### src/rtl/trs_io_pkg.sv
/* opcodes, parser states and fixed reply bytes of the host command link
   imported by each rtl block that decodes or answers commands */
`default_nettype none

package trs_io_pkg;

  // host firmware numbering, gaps are commands this board no longer has
  typedef enum logic [7:0] {
    get_cookie          = 8'd0,
    bram_poke           = 8'd1,
    bram_peek           = 8'd2,
    set_breakpoint      = 8'd6,
    clear_breakpoint    = 8'd7,
    enable_breakpoints  = 8'd11,
    disable_breakpoints = 8'd12,
    get_version         = 8'd15,
    set_screen_color    = 8'd17,
    send_keyb           = 8'd19
  } cmd_e;

  typedef enum logic {
    idle        = 1'b0, // waiting for an opcode byte
    read_params = 1'b1  // collecting parameter bytes
  } parse_state_e;

  localparam logic [7:0] COOKIE = 8'haf; // host probes for this byte

  localparam logic [2:0] VERSION_MAJOR = 3'd0;
  localparam logic [4:0] VERSION_MINOR = 5'd3;
  localparam logic [7:0] VERSION_BYTE  = {VERSION_MAJOR, VERSION_MINOR};

  // longest command carries three bytes after the opcode
  localparam int MAX_PARAMS = 3;
  localparam int PCNT_W     = $clog2(MAX_PARAMS + 1); // holds 0..MAX_PARAMS

  localparam int KEYB_ROWS = 8; // rows of the keyboard matrix

endpackage

`default_nettype wire

### src/rtl/breakpoint_unit.sv
/* breakpoint table with global enable, matched against cpu memory reads
   reports the lowest matching slot one cycle after the read */
`default_nettype none

module breakpoint_unit import trs_io_pkg::*; #(
  parameter int NUM_BP = 8
) (
  input  logic                       clk,
  input  logic                       rst_n,
  input  cmd_e                       cmd,
  input  logic [MAX_PARAMS-1:0][7:0] params,
  input  logic                       cmd_valid,
  input  logic [15:0]                trs_addr,
  input  logic                       trs_rd_n,
  output logic                       bp_hit,
  output logic [$clog2(NUM_BP)-1:0]  bp_index
);

  localparam int IDX_W = $clog2(NUM_BP);

  logic [15:0]      bp_addr [NUM_BP];
  logic [NUM_BP-1:0] bp_active;
  logic             bp_enabled;
  logic [IDX_W-1:0] slot;
  logic             match_any;
  logic [IDX_W-1:0] match_idx;

  assign slot = params[0][IDX_W-1:0];

  always_ff @(posedge clk) begin
    if (!rst_n) begin
      bp_active  <= '0;
      bp_enabled <= 1'b0;
    end else if (cmd_valid) begin
      case (cmd)
        set_breakpoint:      bp_active[slot] <= 1'b1;
        clear_breakpoint:    bp_active[slot] <= 1'b0;
        enable_breakpoints:  bp_enabled <= 1'b1;
        disable_breakpoints: bp_enabled <= 1'b0;
        default: ;
      endcase
    end
  end

  always_ff @(posedge clk) begin
    if (cmd_valid && cmd == set_breakpoint)
      bp_addr[slot] <= {params[2], params[1]}; // high byte in params[2]
  end

  // walk down so the lowest active match is left standing
  always_comb begin
    match_any = 1'b0;
    match_idx = '0;
    for (int i = NUM_BP - 1; i >= 0; i--) begin
      if (bp_active[i] && bp_addr[i] == trs_addr) begin
        match_any = 1'b1;
        match_idx = IDX_W'(i);
      end
    end
  end

  always_ff @(posedge clk) begin
    if (!rst_n) begin
      bp_hit   <= 1'b0;
      bp_index <= '0;
    end else begin
      bp_hit   <= match_any && bp_enabled && !trs_rd_n; // reads only
      bp_index <= match_idx;
    end
  end

endmodule

`default_nettype wire

### config.mk
export PLATFORM = sky130hd
export DESIGN_NAME = breakpoint_unit
export DESIGN_NICKNAME = d
export VERILOG_FILES = /design/src/rtl/trs_io_pkg.sv /design/src/rtl/breakpoint_unit.sv
export SDC_FILE = /design/constraint.sdc
export NUM_CORES = 1
export LEC_CHECK = 0
export ABC_AREA = 1
export BUFFER_PORTS_ARGS = -buffer_cell sky130_fd_sc_hd__clkbuf_2
export CORE_ASPECT_RATIO = 0.8
export CORE_MARGIN = 2
export CORE_UTILIZATION = 45
export CTS_BUF_LIST = sky130_fd_sc_hd__clkbuf_4 sky130_fd_sc_hd__clkbuf_8
export CTS_CLUSTER_DIAMETER = 60
export DETAILED_ROUTE_END_ITERATION = 8
export GPL_TIMING_DRIVEN = 0
export HOLD_SLACK_MARGIN = 0.08
export PLACE_DENSITY_LB_ADDON = 0.1
export REMOVE_ABC_BUFFERS = 1
export SLEW_MARGIN = 20
export SYNTH_ARGS = -nofsm -noshare
export SYNTH_HDL_FRONTEND = slang
export SYNTH_SLANG_ARGS = --single-unit
export TNS_END_PERCENT = 20
### constraint.sdc
create_clock -name clk -period 2 [get_ports clk]
set_input_delay 0.2 -clock clk [delete_from_list [all_inputs] [get_ports clk]]
set_output_delay 0.2 -clock clk [all_outputs]
set_load 0.02 [all_outputs]
* Word-level counts from Yosys, hierarchy flattened
Memories as Yosys holds them, arrays and structs flattened.
Cells that the tools add are included.
** Cells by class
- Multipliers :: 0
- Equal/unequal tests :: 12
- $lt $le $gt $ge :: 2
- $add $sub $neg :: 0
- Shifts and indexed selects :: 0
- Mux-type cells :: 21
- Bitwise operators :: 4
- Div/mod/pow operators :: 0
- Reductions and logical operators :: 20
** Operators by type and width (count)
- 16-bit == test :: 8
- 8-bit by 3-bit == test with 1-bit output, second input constant :: 2
- 8-bit by 4-bit == test with 1-bit output, second input constant :: 2
- 8-bit one-hot mux with 2 select lines :: 1
- 1-bit logical AND :: 12
- 1-bit 2-to-1 mux :: 12
- 3-bit 2-to-1 mux :: 4
- 8-bit AND :: 1
- 8-bit NOT :: 1
- 8-bit OR :: 1
- 5-bit OR reduction :: 1
- 3-bit by 4-bit less-than comparator with 1-bit output, second input constant :: 1
- 2-bit 2-to-1 mux :: 2
- 2-bit AND reduction :: 2
- 2-bit nonzero test :: 2
- 1-bit demux with 3-bit select :: 1
- 3-bit by 1-bit >= comparator with 1-bit output, second input constant :: 1
- 3-bit OR reduction :: 1
- 1-bit one-hot mux with 2 select lines :: 1
- 2-bit OR reduction :: 1
- 1-bit zero test :: 1
- 1-bit NOT :: 1
** Storage, ports and cells
- Output and inout bits :: 4
- Bits in read-only memories :: 0
- Memories kept :: 1
- Input port bits :: 52
- Bits in writable memories :: 128
- Register bits after elaboration :: 13
- Latch bits :: 0
** Memory list
- bp_addr :: depth 8, bits a word 16, rd ports 8, clocked after Yosys merged registers in 0, wr ports 1, line breakpoint_unit.sv:21 : logic [15:0] bp_addr [NUM_BP];

* Depth between registers and ports, before layout
Gate-level depths: netlist (run 1).
An unclocked memory read counts as a cell.
- Word-level depth :: 13
- Mapped depth :: 15
- Mapped depth without buffers :: 14

* Worst setup path after synthesis (run 1)
No wires, ideal clock.
- Path type :: input to register
- Start point :: input port cmd[7]
- End point :: memory bp_addr[1][0], enable pin
- Required time :: 1610 ps
- Cell stages on the path :: 7
- Library setup time :: 390 ps
- Path buffers :: 0
- Slack :: 1 ps
- Data arrival time :: 1609 ps
- Cells stage by stage :: nor2_1 -> nand2_1 -> nor2_1 -> nand4_1 -> nor2_1 -> nand3_1 -> nor2_1
** Between the ends
- Longest elaborated chain between the ends :: 4
** RTL lines
- start: declaration :: line breakpoint_unit.sv:10 : input cmd_e cmd,
- 8-bit by 3-bit == test with 1-bit output :: line breakpoint_unit.sv:46 : if (cmd_valid && cmd == set_breakpoint)
- 1-bit logical AND :: line breakpoint_unit.sv:46
- 1-bit 2-to-1 mux :: line breakpoint_unit.sv:46
- 1-bit 2-to-1 mux (not written as such) :: line breakpoint_unit.sv:47 : bp_addr[slot] <= {params[2], params[1]};
- end: declaration :: line breakpoint_unit.sv:21
No other way between the ends.

* Worst setup path in the final report (run 1)
- Start point :: input port cmd[7]
- End point :: memory bp_addr[5][15], enable pin
The elaborated chain is that of the path after synthesis.

==> impl_results.rst, run 1 <==
.. list-table::
   :header-rows: 1

   * - Metric
     - Value
   * - Number of warnings printed during yosys synthesis
     - 0
   * - Vias in the first global route
     - 4184
   * - Leakage dissipation
     - 2.77 nW
   * - Mapped Area
     - 0.00640 mm²
   * - Worst hold slack after final layout
     - 0.0932 ns
   * - DRC violations left
     - 0
   * - Post-synth EDFFs
     - 128
   * - CP required
     - 2.14 ns
   * - Total GRT Usage
     - 23.5%
   * - Count of buffers inserted at the top-level ports
     - 50
   * - Antenna Nets Post-Route
     - 0
   * - Switching Power
     - 1.40 mW
   * - CTS tree
     - done
   * - Peak ir drop on the vdd network
     - 0.000566 V
   * - Most used cells in the layout excluding fill and tap cells
     - sky130_fd_sc_hd__nand2_1, sky130_fd_sc_hd__edfxtp_1, sky130_fd_sc_hd__nor2_1, sky130_fd_sc_hd__clkbuf_2, sky130_fd_sc_hd__inv_1
   * - DRC marker count from the first detailed-route iteration
     - 427
   * - Number of endpoints with negative hold slack in the final report
     - 0
   * - Main area contributors after synthesis
     - sky130_fd_sc_hd__edfxtp_1, sky130_fd_sc_hd__nand2_1, sky130_fd_sc_hd__xor2_1
   * - Cells after synthesis
     - 593
   * - Remaining global-route overflow
     - 0
   * - Routed wire length on met3
     - 1.25 mm
   * - Top routing layer used
     - met4
   * - Number of cell instances on the worst register-to-register path
     - 11
   * - Biggest area consumer among synthesized cells
     - sky130_fd_sc_hd__edfxtp_1
   * - Number of synthesized register bits
     - 141
   * - Area growth from synthesis to layout
     - 14.7%
   * - Portion of synthesized cell area occupied by the leading cell type
     - 60.1%
   * - Internal power
     - 4.58 mW
   * - Root buffer cell
     - sky130_fd_sc_hd__clkbuf_8
   * - Distinct cells, synth
     - 39
   * - H-tree level count
     - 4
   * - Post-CTS Resized
     - 0
   * - Maximum number of pins on one net before global-route repair
     - 18
   * - Number of nets in the finished design
     - 710
   * - Overall Power
     - 5.98 mW
   * - Post-route clock skew
     - 0.0145 ns
   * - Vias/cell
     - 5.27
   * - Number of buffers added by the clock tree synthesis step
     - 17
   * - Core ar.
     - 0.0137 mm²
   * - Worst Path Class, Setup
     - input pin to register
   * - Summed negative setup slack over all endpoints
     - 0 ns
   * - Insertion delay to the later sink of the worst-skew pair
     - 0.44 ns
   * - Setup repair after global routing missed its margin
     - no
   * - Initial antenna violation count
     - 0
   * - Detailed placement HPWL
     - 12.5 mm
   * - Actual transition at the worst max-transition pin
     - 0.676 ns
   * - First-pass GRT wire length
     - 25.1 mm
   * - Routed length on met1
     - 7.83 mm
   * - Area of all sequential standard cells
     - 0.00410 mm²
   * - Starting utilization of the core area
     - 46.6%
   * - Total of max-cap violations
     - 0
   * - I/O pin count
     - 56
   * - Number of cell rows
     - 38
   * - Arrival time at the worst endpoint
     - 1.91 ns
   * - Post-layout instance area
     - 0.00734 mm²
   * - Placed cell areas
     - 0.00688 mm²
   * - Mean instance size in the synthesized netlist
     - 10.8 µm²
   * - Number of setup violations in the final report
     - 0
   * - Portion of total power attributed to the clock network
     - 40.3%
   * - Primary flip-flop cell chosen by synthesis mapping
     - sky130_fd_sc_hd__edfxtp_1
   * - Wire length reported by the detailed router
     - 17.2 mm
   * - Critical path startpoint category
     - input pin
   * - Switching share of power
     - 23.4%
   * - Share of the yosys chip area belonging to registers
     - 64.1%
   * - Max FO, Critical Path
     - 9
   * - Max Slew Vio Count
     - 0
   * - Share of post-route cells with drive strength above 1
     - 21.0%
   * - Num Clock Sinks
     - 141
   * - Pwr Density
     - 814 mW/mm²
   * - Area of the multi-input gates
     - 0.00200 mm²
   * - Fmax
     - 565 MHz
   * - Met2 routed WL
     - 7.91 mm
   * - Via Count
     - 4487
   * - Share of power burned in registers
     - 53.6%
   * - Reg clk slew, reported paths
     - 0.08 ns
   * - Vertical extent of the die
     - 111 µm
   * - Run status
     - completed
   * - Iteration count of the initial detailed-routing pass
     - 5
   * - Final core utilization
     - 53.4%
   * - Crit. End Element
     - register
   * - RePlAce Congestion
     - 0.879
   * - Fraction of power consumed by combinational cells
     - 6.1%
   * - Horizontal die dimension
     - 137 µm
   * - Final worst path period share
     - 88.5%
   * - Time the final worst path needs with I/O delays and setup
     - 1.77 ns
   * - Maximum root-to-sink buffer count
     - 2
   * - Antenna cells
     - 0
   * - Fill cell count
     - 1237
   * - Class of the most critical hold timing path
     - input pin to register
   * - Max-slew headroom
     - 54.9%
   * - Most common library cell in the layout ignoring fill and taps
     - sky130_fd_sc_hd__nand2_1
   * - Die area
     - 0.0152 mm²
   * - Hold Crit Depth
     - 1
   * - Share of synthesized registers carrying an async set or reset
     - 0%
   * - Detailed-route wire length per cell
     - 20.2 µm
per-layer routing:
metal | vias up | track usage, %
met1 | 2159 | 33.7
met3 | 15 | 5.94
met2 | 158 | 36.2
met5 | - | 0
met4 | 0 | 5.22
li1 | 2155 | -
path summary, 6_finish.rpt:
check,start,endpoint,slack [ns]
worst max-delay path,cmd[7],bp_addr[5][15]$_DFFE_PP_,0.23
worst min-delay path,params[8],bp_addr[6][0]$_DFFE_PP_,0.09
worst max register to register,bp_addr[7][0]$_DFFE_PP_,bp_index[0]$_SDFF_PP0_,0.31
worst min register to register,bp_enabled$_SDFFE_PN0P_,bp_hit$_SDFF_PN0_,0.47
synthesized netlist by cell type, types with 11 or more instances:
cell / number
sky130_fd_sc_hd__o21ai_0: 17
sky130_fd_sc_hd__o21ai_1: 15
sky130_fd_sc_hd__a21oi_1: 11
sky130_fd_sc_hd__nor2_1: 61
sky130_fd_sc_hd__nand2_1: 148
sky130_fd_sc_hd__xor2_1: 30
sky130_fd_sc_hd__inv_2: 17
sky130_fd_sc_hd__inv_1: 35
sky130_fd_sc_hd__edfxtp_1: 128
sky130_fd_sc_hd__nand3_1: 14
sky130_fd_sc_hd__nor2_2: 12
sky130_fd_sc_hd__dfxtp_1: 13
sky130_fd_sc_hd__o22ai_1: 15
power by group through the flow:
stage               registers [mW]  clock network, mW  logic, mW
global placement              3.27                  0      0.347
detailed placement            3.27                  0      0.354
global route                  3.21               2.54      0.398
floorplan                     3.27                  0      0.152
finish                        3.21               2.41      0.362
CTS                           3.21               2.42      0.362
logic make-up after synthesis:
logic type | share of synthesized area (%)
buf+inv | 4.97
simple gates | 17.9
compound gates | 7.62
xor+xnor | 5.34
flops | 64.1
through the flow:
stage,std cells,setup slack [ns]
after floorplan,577,0.000532
after global placement,807,-0.992
after detailed placement,814,-0.217
after CTS,850,0.245
after global routing,851,0.0694
final,851,0.230
critical path: stages:
cell,delay (ns)
sky130_fd_sc_hd__clkbuf_2,0.09
sky130_fd_sc_hd__nor2_1,0.10
sky130_fd_sc_hd__nand2_1,0.09
sky130_fd_sc_hd__nor2_1,0.14
sky130_fd_sc_hd__nand4_1,0.12
sky130_fd_sc_hd__nor2_1,0.21
sky130_fd_sc_hd__nand3_1,0.18
sky130_fd_sc_hd__nor2_2,0.52
sky130_fd_sc_hd__buf_6,0.25
layout make-up:
cell class,count,area share [%]
timing repair buffer,62,5.37
clock inverter,13,2.28
multi-input combinational,383,27.3
sequential,141,55.9
clock buffer,19,3.39
inverter,53,2.71
tap,180,3.07
state kept, by name, summed over array words and instances, names as in the netlist, named ones only:
register,flops
bp_index,3
bp_hit,1
bp_enabled,1
bp_addr,128
repair_timing:
action | CTS | global route
setup buffers | 0 | 0
hold buffers | 4 | 1
endpoints found under the hold margin | 14 | 6
(Power assumes the default switching activity.)
==> inputs of run 2 (changes only) <==
Settings changed: CORE_UTILIZATION 45 to 25, CTS_CLUSTER_SIZE from default to 12.
==> impl_results.rst, run 2 (synthesis results as in run 1) <==
.. list-table::
   :header-rows: 1

   * - Metric
     - Value
   * - Core ar.
     - 0.0252 mm² (+84%)
   * - CP required
     - 2.40 ns (+0.26 ns)
   * - Max FO, Critical Path
     - 3 (-6)
   * - Most used cells in the layout excluding fill and tap cells
     - sky130_fd_sc_hd__nand2_1, sky130_fd_sc_hd__edfxtp_1, sky130_fd_sc_hd__nor2_1, sky130_fd_sc_hd__clkbuf_2, sky130_fd_sc_hd__inv_1
   * - Total GRT Usage
     - 15.7% (-7.8 points)
   * - CTS tree
     - done
   * - Overall Power
     - 6.40 mW (+7.2%)
   * - Actual transition at the worst max-transition pin
     - 0.745 ns (+0.0696 ns)
   * - Run status
     - completed
   * - Number of cell rows
     - 52 (+37%)
   * - Count of buffers inserted at the top-level ports
     - 50 (unchanged)
   * - Area of the multi-input gates
     - 0.00202 mm² (+0.75%)
   * - Vertical extent of the die
     - 147 µm (+33%)
   * - Master of the slowest instance on the critical path
     - sky130_fd_sc_hd__xnor2_1
   * - RePlAce Congestion
     - 0.810 (-7.8%)
   * - Detailed-route wire length per cell
     - 20.5 µm (+1.8%)
   * - Final worst path period share
     - 97.2% (+8.7 points)
   * - Max-slew headroom
     - 50.3% (-4.5 points)
   * - Slowest cell delay on critical path
     - 0.51 ns (about the same)
   * - DRC violations left
     - 0 (unchanged)
   * - Fmax
     - 514 MHz (-8.9%)
   * - First-pass GRT wire length
     - 29.4 mm (+17%)
   * - Total instance count after detailed placement
     - 955 (+17%)
   * - Leakage dissipation
     - 2.79 nW (+0.67%)
   * - Max Slew Vio Count
     - 0 (unchanged)
   * - Root buffer cell
     - sky130_fd_sc_hd__clkbuf_8
   * - Horizontal die dimension
     - 183 µm (+33%)
   * - Starting utilization of the core area
     - 25.4% (-21 points)
   * - Antenna Nets Post-Route
     - 0 (unchanged)
   * - Register name with the most flops
     - bp_addr
   * - DRC marker count from the first detailed-route iteration
     - 363 (-15%)
   * - Initial antenna violation count
     - 1 (+1)
   * - Worst path buffer plus inverter count
     - 1 (-1)
   * - Maximum number of pins on one net before global-route repair
     - 18 (unchanged)
   * - Critical path startpoint category
     - register
   * - Reg clk slew, reported paths
     - 0.10 ns (+0.02 ns)
   * - Largest registers in the final layout
     - bp_addr: 128 flops, bp_index: 3 flops
   * - Insertion delay to the later sink of the worst-skew pair
     - 0.47 ns (+0.03 ns)
   * - Post-CTS Repair Setup Buffers
     - 0 (unchanged)
   * - Share of post-route cells with drive strength above 1
     - 20.5% (-0.54 points)
   * - Setup repair after global routing missed its margin
     - no
   * - Number of buffers added by the clock tree synthesis step
     - 17 (unchanged)
   * - Worst hold slack after final layout
     - 0.0891 ns (-0.00408 ns)
   * - Wire length reported by the detailed router
     - 20.4 mm (+19%)
   * - Detailed placement HPWL
     - 14.9 mm (+19%)
   * - Top delay family on crit path
     - simple AND/OR/NAND/NOR gates
   * - Crit. End Element
     - register
   * - Area of all sequential standard cells
     - 0.00410 mm² (unchanged)
   * - Number of nets in the finished design
     - 708 (-0.28%)
   * - Remaining global-route overflow
     - 0 (unchanged)
   * - Arrival time at the worst endpoint
     - 2.34 ns (+0.43 ns)
   * - Cell-by-cell trace of the critical path
     - xnor2_1, nand3_1, nor2_2, nand3_2, nand2_1, inv_2, nand3_2, nor2_1, nor2_2
   * - Class of the most critical hold timing path
     - input pin to register
   * - Post-route clock skew
     - 0.0193 ns (+0.00486 ns)
   * - Vias in the first global route
     - 4405 (+5.3%)
   * - Iteration count of the initial detailed-routing pass
     - 9 (+4)
   * - Max FFs per register
     - 128 (unchanged)
   * - Final core utilization
     - 30.0% (-23 points)
   * - Vias/cell
     - 4.44 (-16%)
   * - H-tree level count
     - 4 (unchanged)
   * - Number of endpoints with negative hold slack in the final report
     - 0 (unchanged)
   * - Time the final worst path needs with I/O delays and setup
     - 1.94 ns (+0.174 ns)
   * - Num Clock Sinks
     - 141 (unchanged)
   * - Final standard cell count with taps included and fillers excluded
     - 994 (+17%)
   * - I/O pin count
     - 56 (unchanged)
   * - Number of setup violations in the final report
     - 0 (unchanged)
   * - Post-CTS Resized
     - 0 (unchanged)
   * - Hold buffer count at cts
     - 6 (+2)
   * - Area growth from synthesis to layout
     - 18.3%
   * - Maximum root-to-sink buffer count
     - 2 (unchanged)
   * - Peak ir drop on the vdd network
     - 0.000409 V (-28%)
   * - Fill cell count
     - 2609 (+110%)
   * - Die area
     - 0.0269 mm² (+77%)
   * - Most common library cell in the layout ignoring fill and taps
     - sky130_fd_sc_hd__nand2_1
   * - Pwr Density
     - 846 mW/mm² (+3.9%)
   * - Total of max-cap violations
     - 0 (unchanged)
   * - Worst Path Class, Setup
     - register to register
   * - Via Count
     - 4415 (-1.6%)
==> run 2: cell type report <==
type | instances | share of cell area [%]
antenna | 1 | 0.0331
inverter | 53 | 2.63
timing repair buffer | 60 | 4.74
tap | 324 | 5.35
multi-input combinational | 383 | 26.7
sequential | 141 | 54.2
clock inverter | 14 | 3.19
clock buffer | 18 | 3.19
==> run 2: where the power goes <==
group | total [mW] | switching [mW] | leakage (nW) | internal (mW)
Combinational | 0.378 | 0.271 | 1.31 | 0.107
Clock | 2.82 | 1.19 | 0.231 | 1.63
Sequential | 3.21 | 0.000482 | 1.25 | 3.20
==> run 2: path summary, 6_finish.rpt <==
| check | startpoint | cells past startpoint | end | slack [ns] |
|---|---|---|---|---|
| setup / recovery | bp_addr[3][4]$_DFFE_PP_ | 9 | bp_hit$_SDFF_PN0_ | 0.06 |
| hold / removal | params[10] | 1 | bp_addr[4][2]$_DFFE_PP_ | 0.09 |
| setup reg to reg | bp_addr[3][4]$_DFFE_PP_ | 9 | bp_hit$_SDFF_PN0_ | 0.06 |
| hold reg to reg | bp_enabled$_SDFFE_PN0P_ | 2 | bp_hit$_SDFF_PN0_ | 0.47 |
==> run 2: per-stage QoR <==
step                setup TNS (ns)  worst slack [ns]  instance area [µm²]
floorplan                        0          0.000532                 6280
global placement           -118.68             -1.07                 6940
detailed placement           -7.72            -0.156                 7030
CTS                              0             0.149                 7570
global route                     0            0.0200                 7570
finish                           0            0.0558                 7570
==> run 2: metal layers <==
| metal | up-vias | wire [µm] | part of all wire (%) | track usage (%) |
|---|---|---|---|---|
| li1 | 2144 | - | - | - |
| met1 | 2143 | 10200 | 50 | 23.2 |
| met2 | 108 | 8600 | 42 | 23.1 |
| met3 | 20 | 1250 | 6.1 | 3.42 |
| met4 | 0 | 370 | 1.8 | 4.88 |
| met5 | - | 0 | 0 | 0 |
==> inputs of run 3 (changes only) <==
==> constraint.sdc (replaced) <==
create_clock -name clk -period 2 [get_ports clk]
set_input_delay 0.3 -clock clk [delete_from_list [all_inputs] [get_ports clk]]
set_output_delay 0.3 -clock clk [all_outputs]
set_load 0.02 [all_outputs]
==> impl_results.rst, run 3 (synthesis results as in run 1) <==
.. list-table::
   :header-rows: 1

   * - Metric
     - Value
   * - Initial antenna violation count
     - 1 (unchanged)
   * - DRC marker count from the first detailed-route iteration
     - 357 (-1.7%)
   * - Most used cells in the layout excluding fill and tap cells
     - sky130_fd_sc_hd__nand2_1, sky130_fd_sc_hd__edfxtp_1, sky130_fd_sc_hd__nor2_1, sky130_fd_sc_hd__clkbuf_2, sky130_fd_sc_hd__inv_1
   * - Fill cell count
     - 2618 (+0.34%)
   * - RePlAce Congestion
     - 0.810 (unchanged)
   * - Slowest cell delay on critical path
     - 0.50 ns (about the same)
   * - First-pass GRT wire length
     - 29.3 mm (-0.33%)
   * - Horizontal die dimension
     - 183 µm (unchanged)
   * - I/O pin count
     - 56 (unchanged)
   * - Count of buffers inserted at the top-level ports
     - 50 (unchanged)
   * - Number of cell rows
     - 52 (unchanged)
   * - Share of post-route cells with drive strength above 1
     - 20.7% (+0.19 points)
   * - Detailed-route wire length per cell
     - 20.7 µm (+0.65%)
   * - Worst Path Class, Setup
     - register to register
   * - Die area
     - 0.0269 mm² (unchanged)
   * - Total of max-cap violations
     - 0 (unchanged)
   * - Starting utilization of the core area
     - 25.4% (unchanged)
   * - Final core utilization
     - 29.7% (-0.25 points)
   * - Maximum number of pins on one net before global-route repair
     - 18 (unchanged)
   * - Number of setup violations in the final report
     - 0 (unchanged)
   * - Number of cell instances on the worst register-to-register path
     - 9 (unchanged)
   * - Class of the most critical hold timing path
     - input pin to register
   * - Max-slew headroom
     - 50.4% (+0.12 points)
   * - Register name with the most flops
     - bp_addr
   * - Reg-to-reg startpoint
     - bp_addr[3][4]$_DFFE_PP_
   * - Post-CTS Repair Setup Buffers
     - 0 (unchanged)
   * - Largest registers in the final layout
     - bp_addr: 128 flops, bp_index: 3 flops
   * - Remaining global-route overflow
     - 0 (unchanged)
   * - Core ar.
     - 0.0252 mm² (unchanged)
   * - Run status
     - completed
   * - Number of endpoints with negative hold slack in the final report
     - 0 (unchanged)
   * - Antenna Nets Post-Route
     - 0 (unchanged)
   * - Root buffer cell
     - sky130_fd_sc_hd__clkbuf_8
   * - Detailed placement HPWL
     - 14.9 mm (unchanged)
   * - Critical path startpoint category
     - register
   * - Peak ir drop on the vdd network
     - 0.000413 V (+1.1%)
   * - Crit. End Element
     - register
   * - DP Worst Slack
     - -0.256 ns (-0.100 ns)
   * - Min setup slack post-route
     - 0.0241 ns (-0.0317 ns)
   * - Iteration count of the initial detailed-routing pass
     - 5 (-4)
   * - Reg clk slew, reported paths
     - 0.09 ns (about the same)
   * - Via Count
     - 4414 (-0.023%)
   * - Arrival time at the worst endpoint
     - 2.37 ns (+0.03 ns)
   * - Maximum root-to-sink buffer count
     - 2 (unchanged)
   * - Num Clock Sinks
     - 141 (unchanged)
   * - Area growth from synthesis to layout
     - 17.3%
   * - Post-layout instance area
     - 0.00751 mm² (-0.83%)
   * - Vias/cell
     - 4.47 (+0.69%)
   * - Setup repair after global routing missed its margin
     - no
   * - Leakage dissipation
     - 2.77 nW (-0.90%)
   * - CTS tree
     - done
   * - Actual transition at the worst max-transition pin
     - 0.743 ns (-0.00185 ns)
   * - Worst R2R Setup Slack
     - 0.02 ns (-0.03 ns)
   * - Pwr Density
     - 853 mW/mm² (+0.89%)
   * - Area of the multi-input gates
     - 0.00202 mm² (unchanged)
   * - Summed negative setup slack over all endpoints
     - 0 ns (unchanged)
   * - CP required
     - 2.40 ns (about the same)
   * - Wire length reported by the detailed router
     - 20.4 mm (about the same)
   * - Vias in the first global route
     - 4384 (-0.48%)
   * - Placed cell areas
     - 0.00703 mm² (unchanged)
   * - Start point of the worst hold path
     - rst_n
   * - Area of all sequential standard cells
     - 0.00410 mm² (unchanged)
   * - Final worst path period share
     - 98.8% (+1.6 points)
   * - Max Slew Vio Count
     - 0 (unchanged)
   * - Antenna cells
     - 0 (-1)
   * - Total GRT Usage
     - 15.7% (-0.048 points)
   * - Hold Crit Depth
     - 3 (+2)
   * - DRC violations left
     - 0 (unchanged)
   * - Number of buffers added by the clock tree synthesis step
     - 17 (unchanged)
   * - Post-route clock skew
     - 0.0212 ns (+0.00186 ns)
   * - Max FO, Critical Path
     - 3 (unchanged)
   * - Cell-by-cell trace of the critical path
     - xnor2_1, nand3_1, nor2_2, nand3_2, nand2_1, inv_2, nand3_2, nor2_1, nor2_2
   * - H-tree level count
     - 4 (unchanged)
   * - Master of the slowest instance on the critical path
     - sky130_fd_sc_hd__xnor2_1
   * - Vertical extent of the die
     - 147 µm (unchanged)
   * - Post-CTS Resized
     - 0 (unchanged)
   * - Hold path endpoint
     - bp_index[1]$_SDFF_PP0_
   * - Number of nets in the finished design
     - 702 (-0.85%)
   * - Insertion delay to the later sink of the worst-skew pair
     - 0.47 ns (about the same)
   * - FF-to-FF End
     - bp_hit$_SDFF_PN0_
   * - Max FFs per register
     - 128 (unchanged)
   * - Time the final worst path needs with I/O delays and setup
     - 1.98 ns (+0.0317 ns)
   * - Hold buffer count at cts
     - 0 (-6)
   * - Most common library cell in the layout ignoring fill and taps
     - sky130_fd_sc_hd__nand2_1
   * - Fmax
     - 506 MHz (-1.6%)
run 3: cell type report:
type                    instances  share of cell area, %
well taps                     324                   5.40
repair buffers                 54                   3.98
flip-flops and latches        141                   54.7
multi-input cells             383                   26.9
clock buffers                  18                   3.22
inverters                      53                   2.65
clock inverters                14                   3.22
run 3: worst max-delay path by stage:
| stage | from | end |
|---|---|---|
| final | bp_addr[3][4]$_DFFE_PP_ | bp_hit$_SDFF_PN0_ |
| after global routing | bp_addr[3][4]$_DFFE_PP_ | bp_hit$_SDFF_PN0_ |
| after CTS | bp_addr[3][4]$_DFFE_PP_ | bp_hit$_SDFF_PN0_ |
| after detailed placement | cmd[7] | bp_addr[7][5]$_DFFE_PP_ |
| after global placement | cmd[7] | bp_addr[7][9]$_DFFE_PP_ |
| after floorplan | cmd[7] | bp_addr[1][0]$_DFFE_PP_ |
run 3: report_power, final:
group | switching [mW] | leakage (nW) | internal [mW]
Combinational | 0.271 | 1.28 | 0.0995
Sequential | 0.000479 | 1.25 | 3.20
Clock | 1.20 | 0.231 | 1.63
Total | 1.47 | 2.77 | 4.93
run 3: per-stage QoR:
| step | hold slack (ns) | cells | total power [mW] |
|---|---|---|---|
| after CTS | 0.0870 | 987 | 6.46 |
| after floorplan | 0.399 | 577 | 3.43 |
| after detailed placement | 0.475 | 955 | 3.65 |
| after global placement | 0.476 | 951 | 3.65 |
| after global routing | 0.0959 | 987 | 6.60 |
| final | 0.103 | 987 | 6.41 |
run 3: worst max-delay path, delay by kind of cell (launching register included):
kind	cells	cell delay, ns
and+or+nand+nor	7	0.99
xor gates and xnor gates	1	0.50
DFF	1	0.38
buffers and inverters	1	0.06
run 3: layer usage:
layer  share of wire [%]  global-route usage (%)  routed length, µm  up-vias
li1                    -                       -                  -     2134
met1                  52                    23.0              10500     2155
met2                  42                    23.1               8630      105
met3                 4.4                    3.45                893       20
met4                 1.8                    4.88                367        0
met5                   0                       0                  0        -
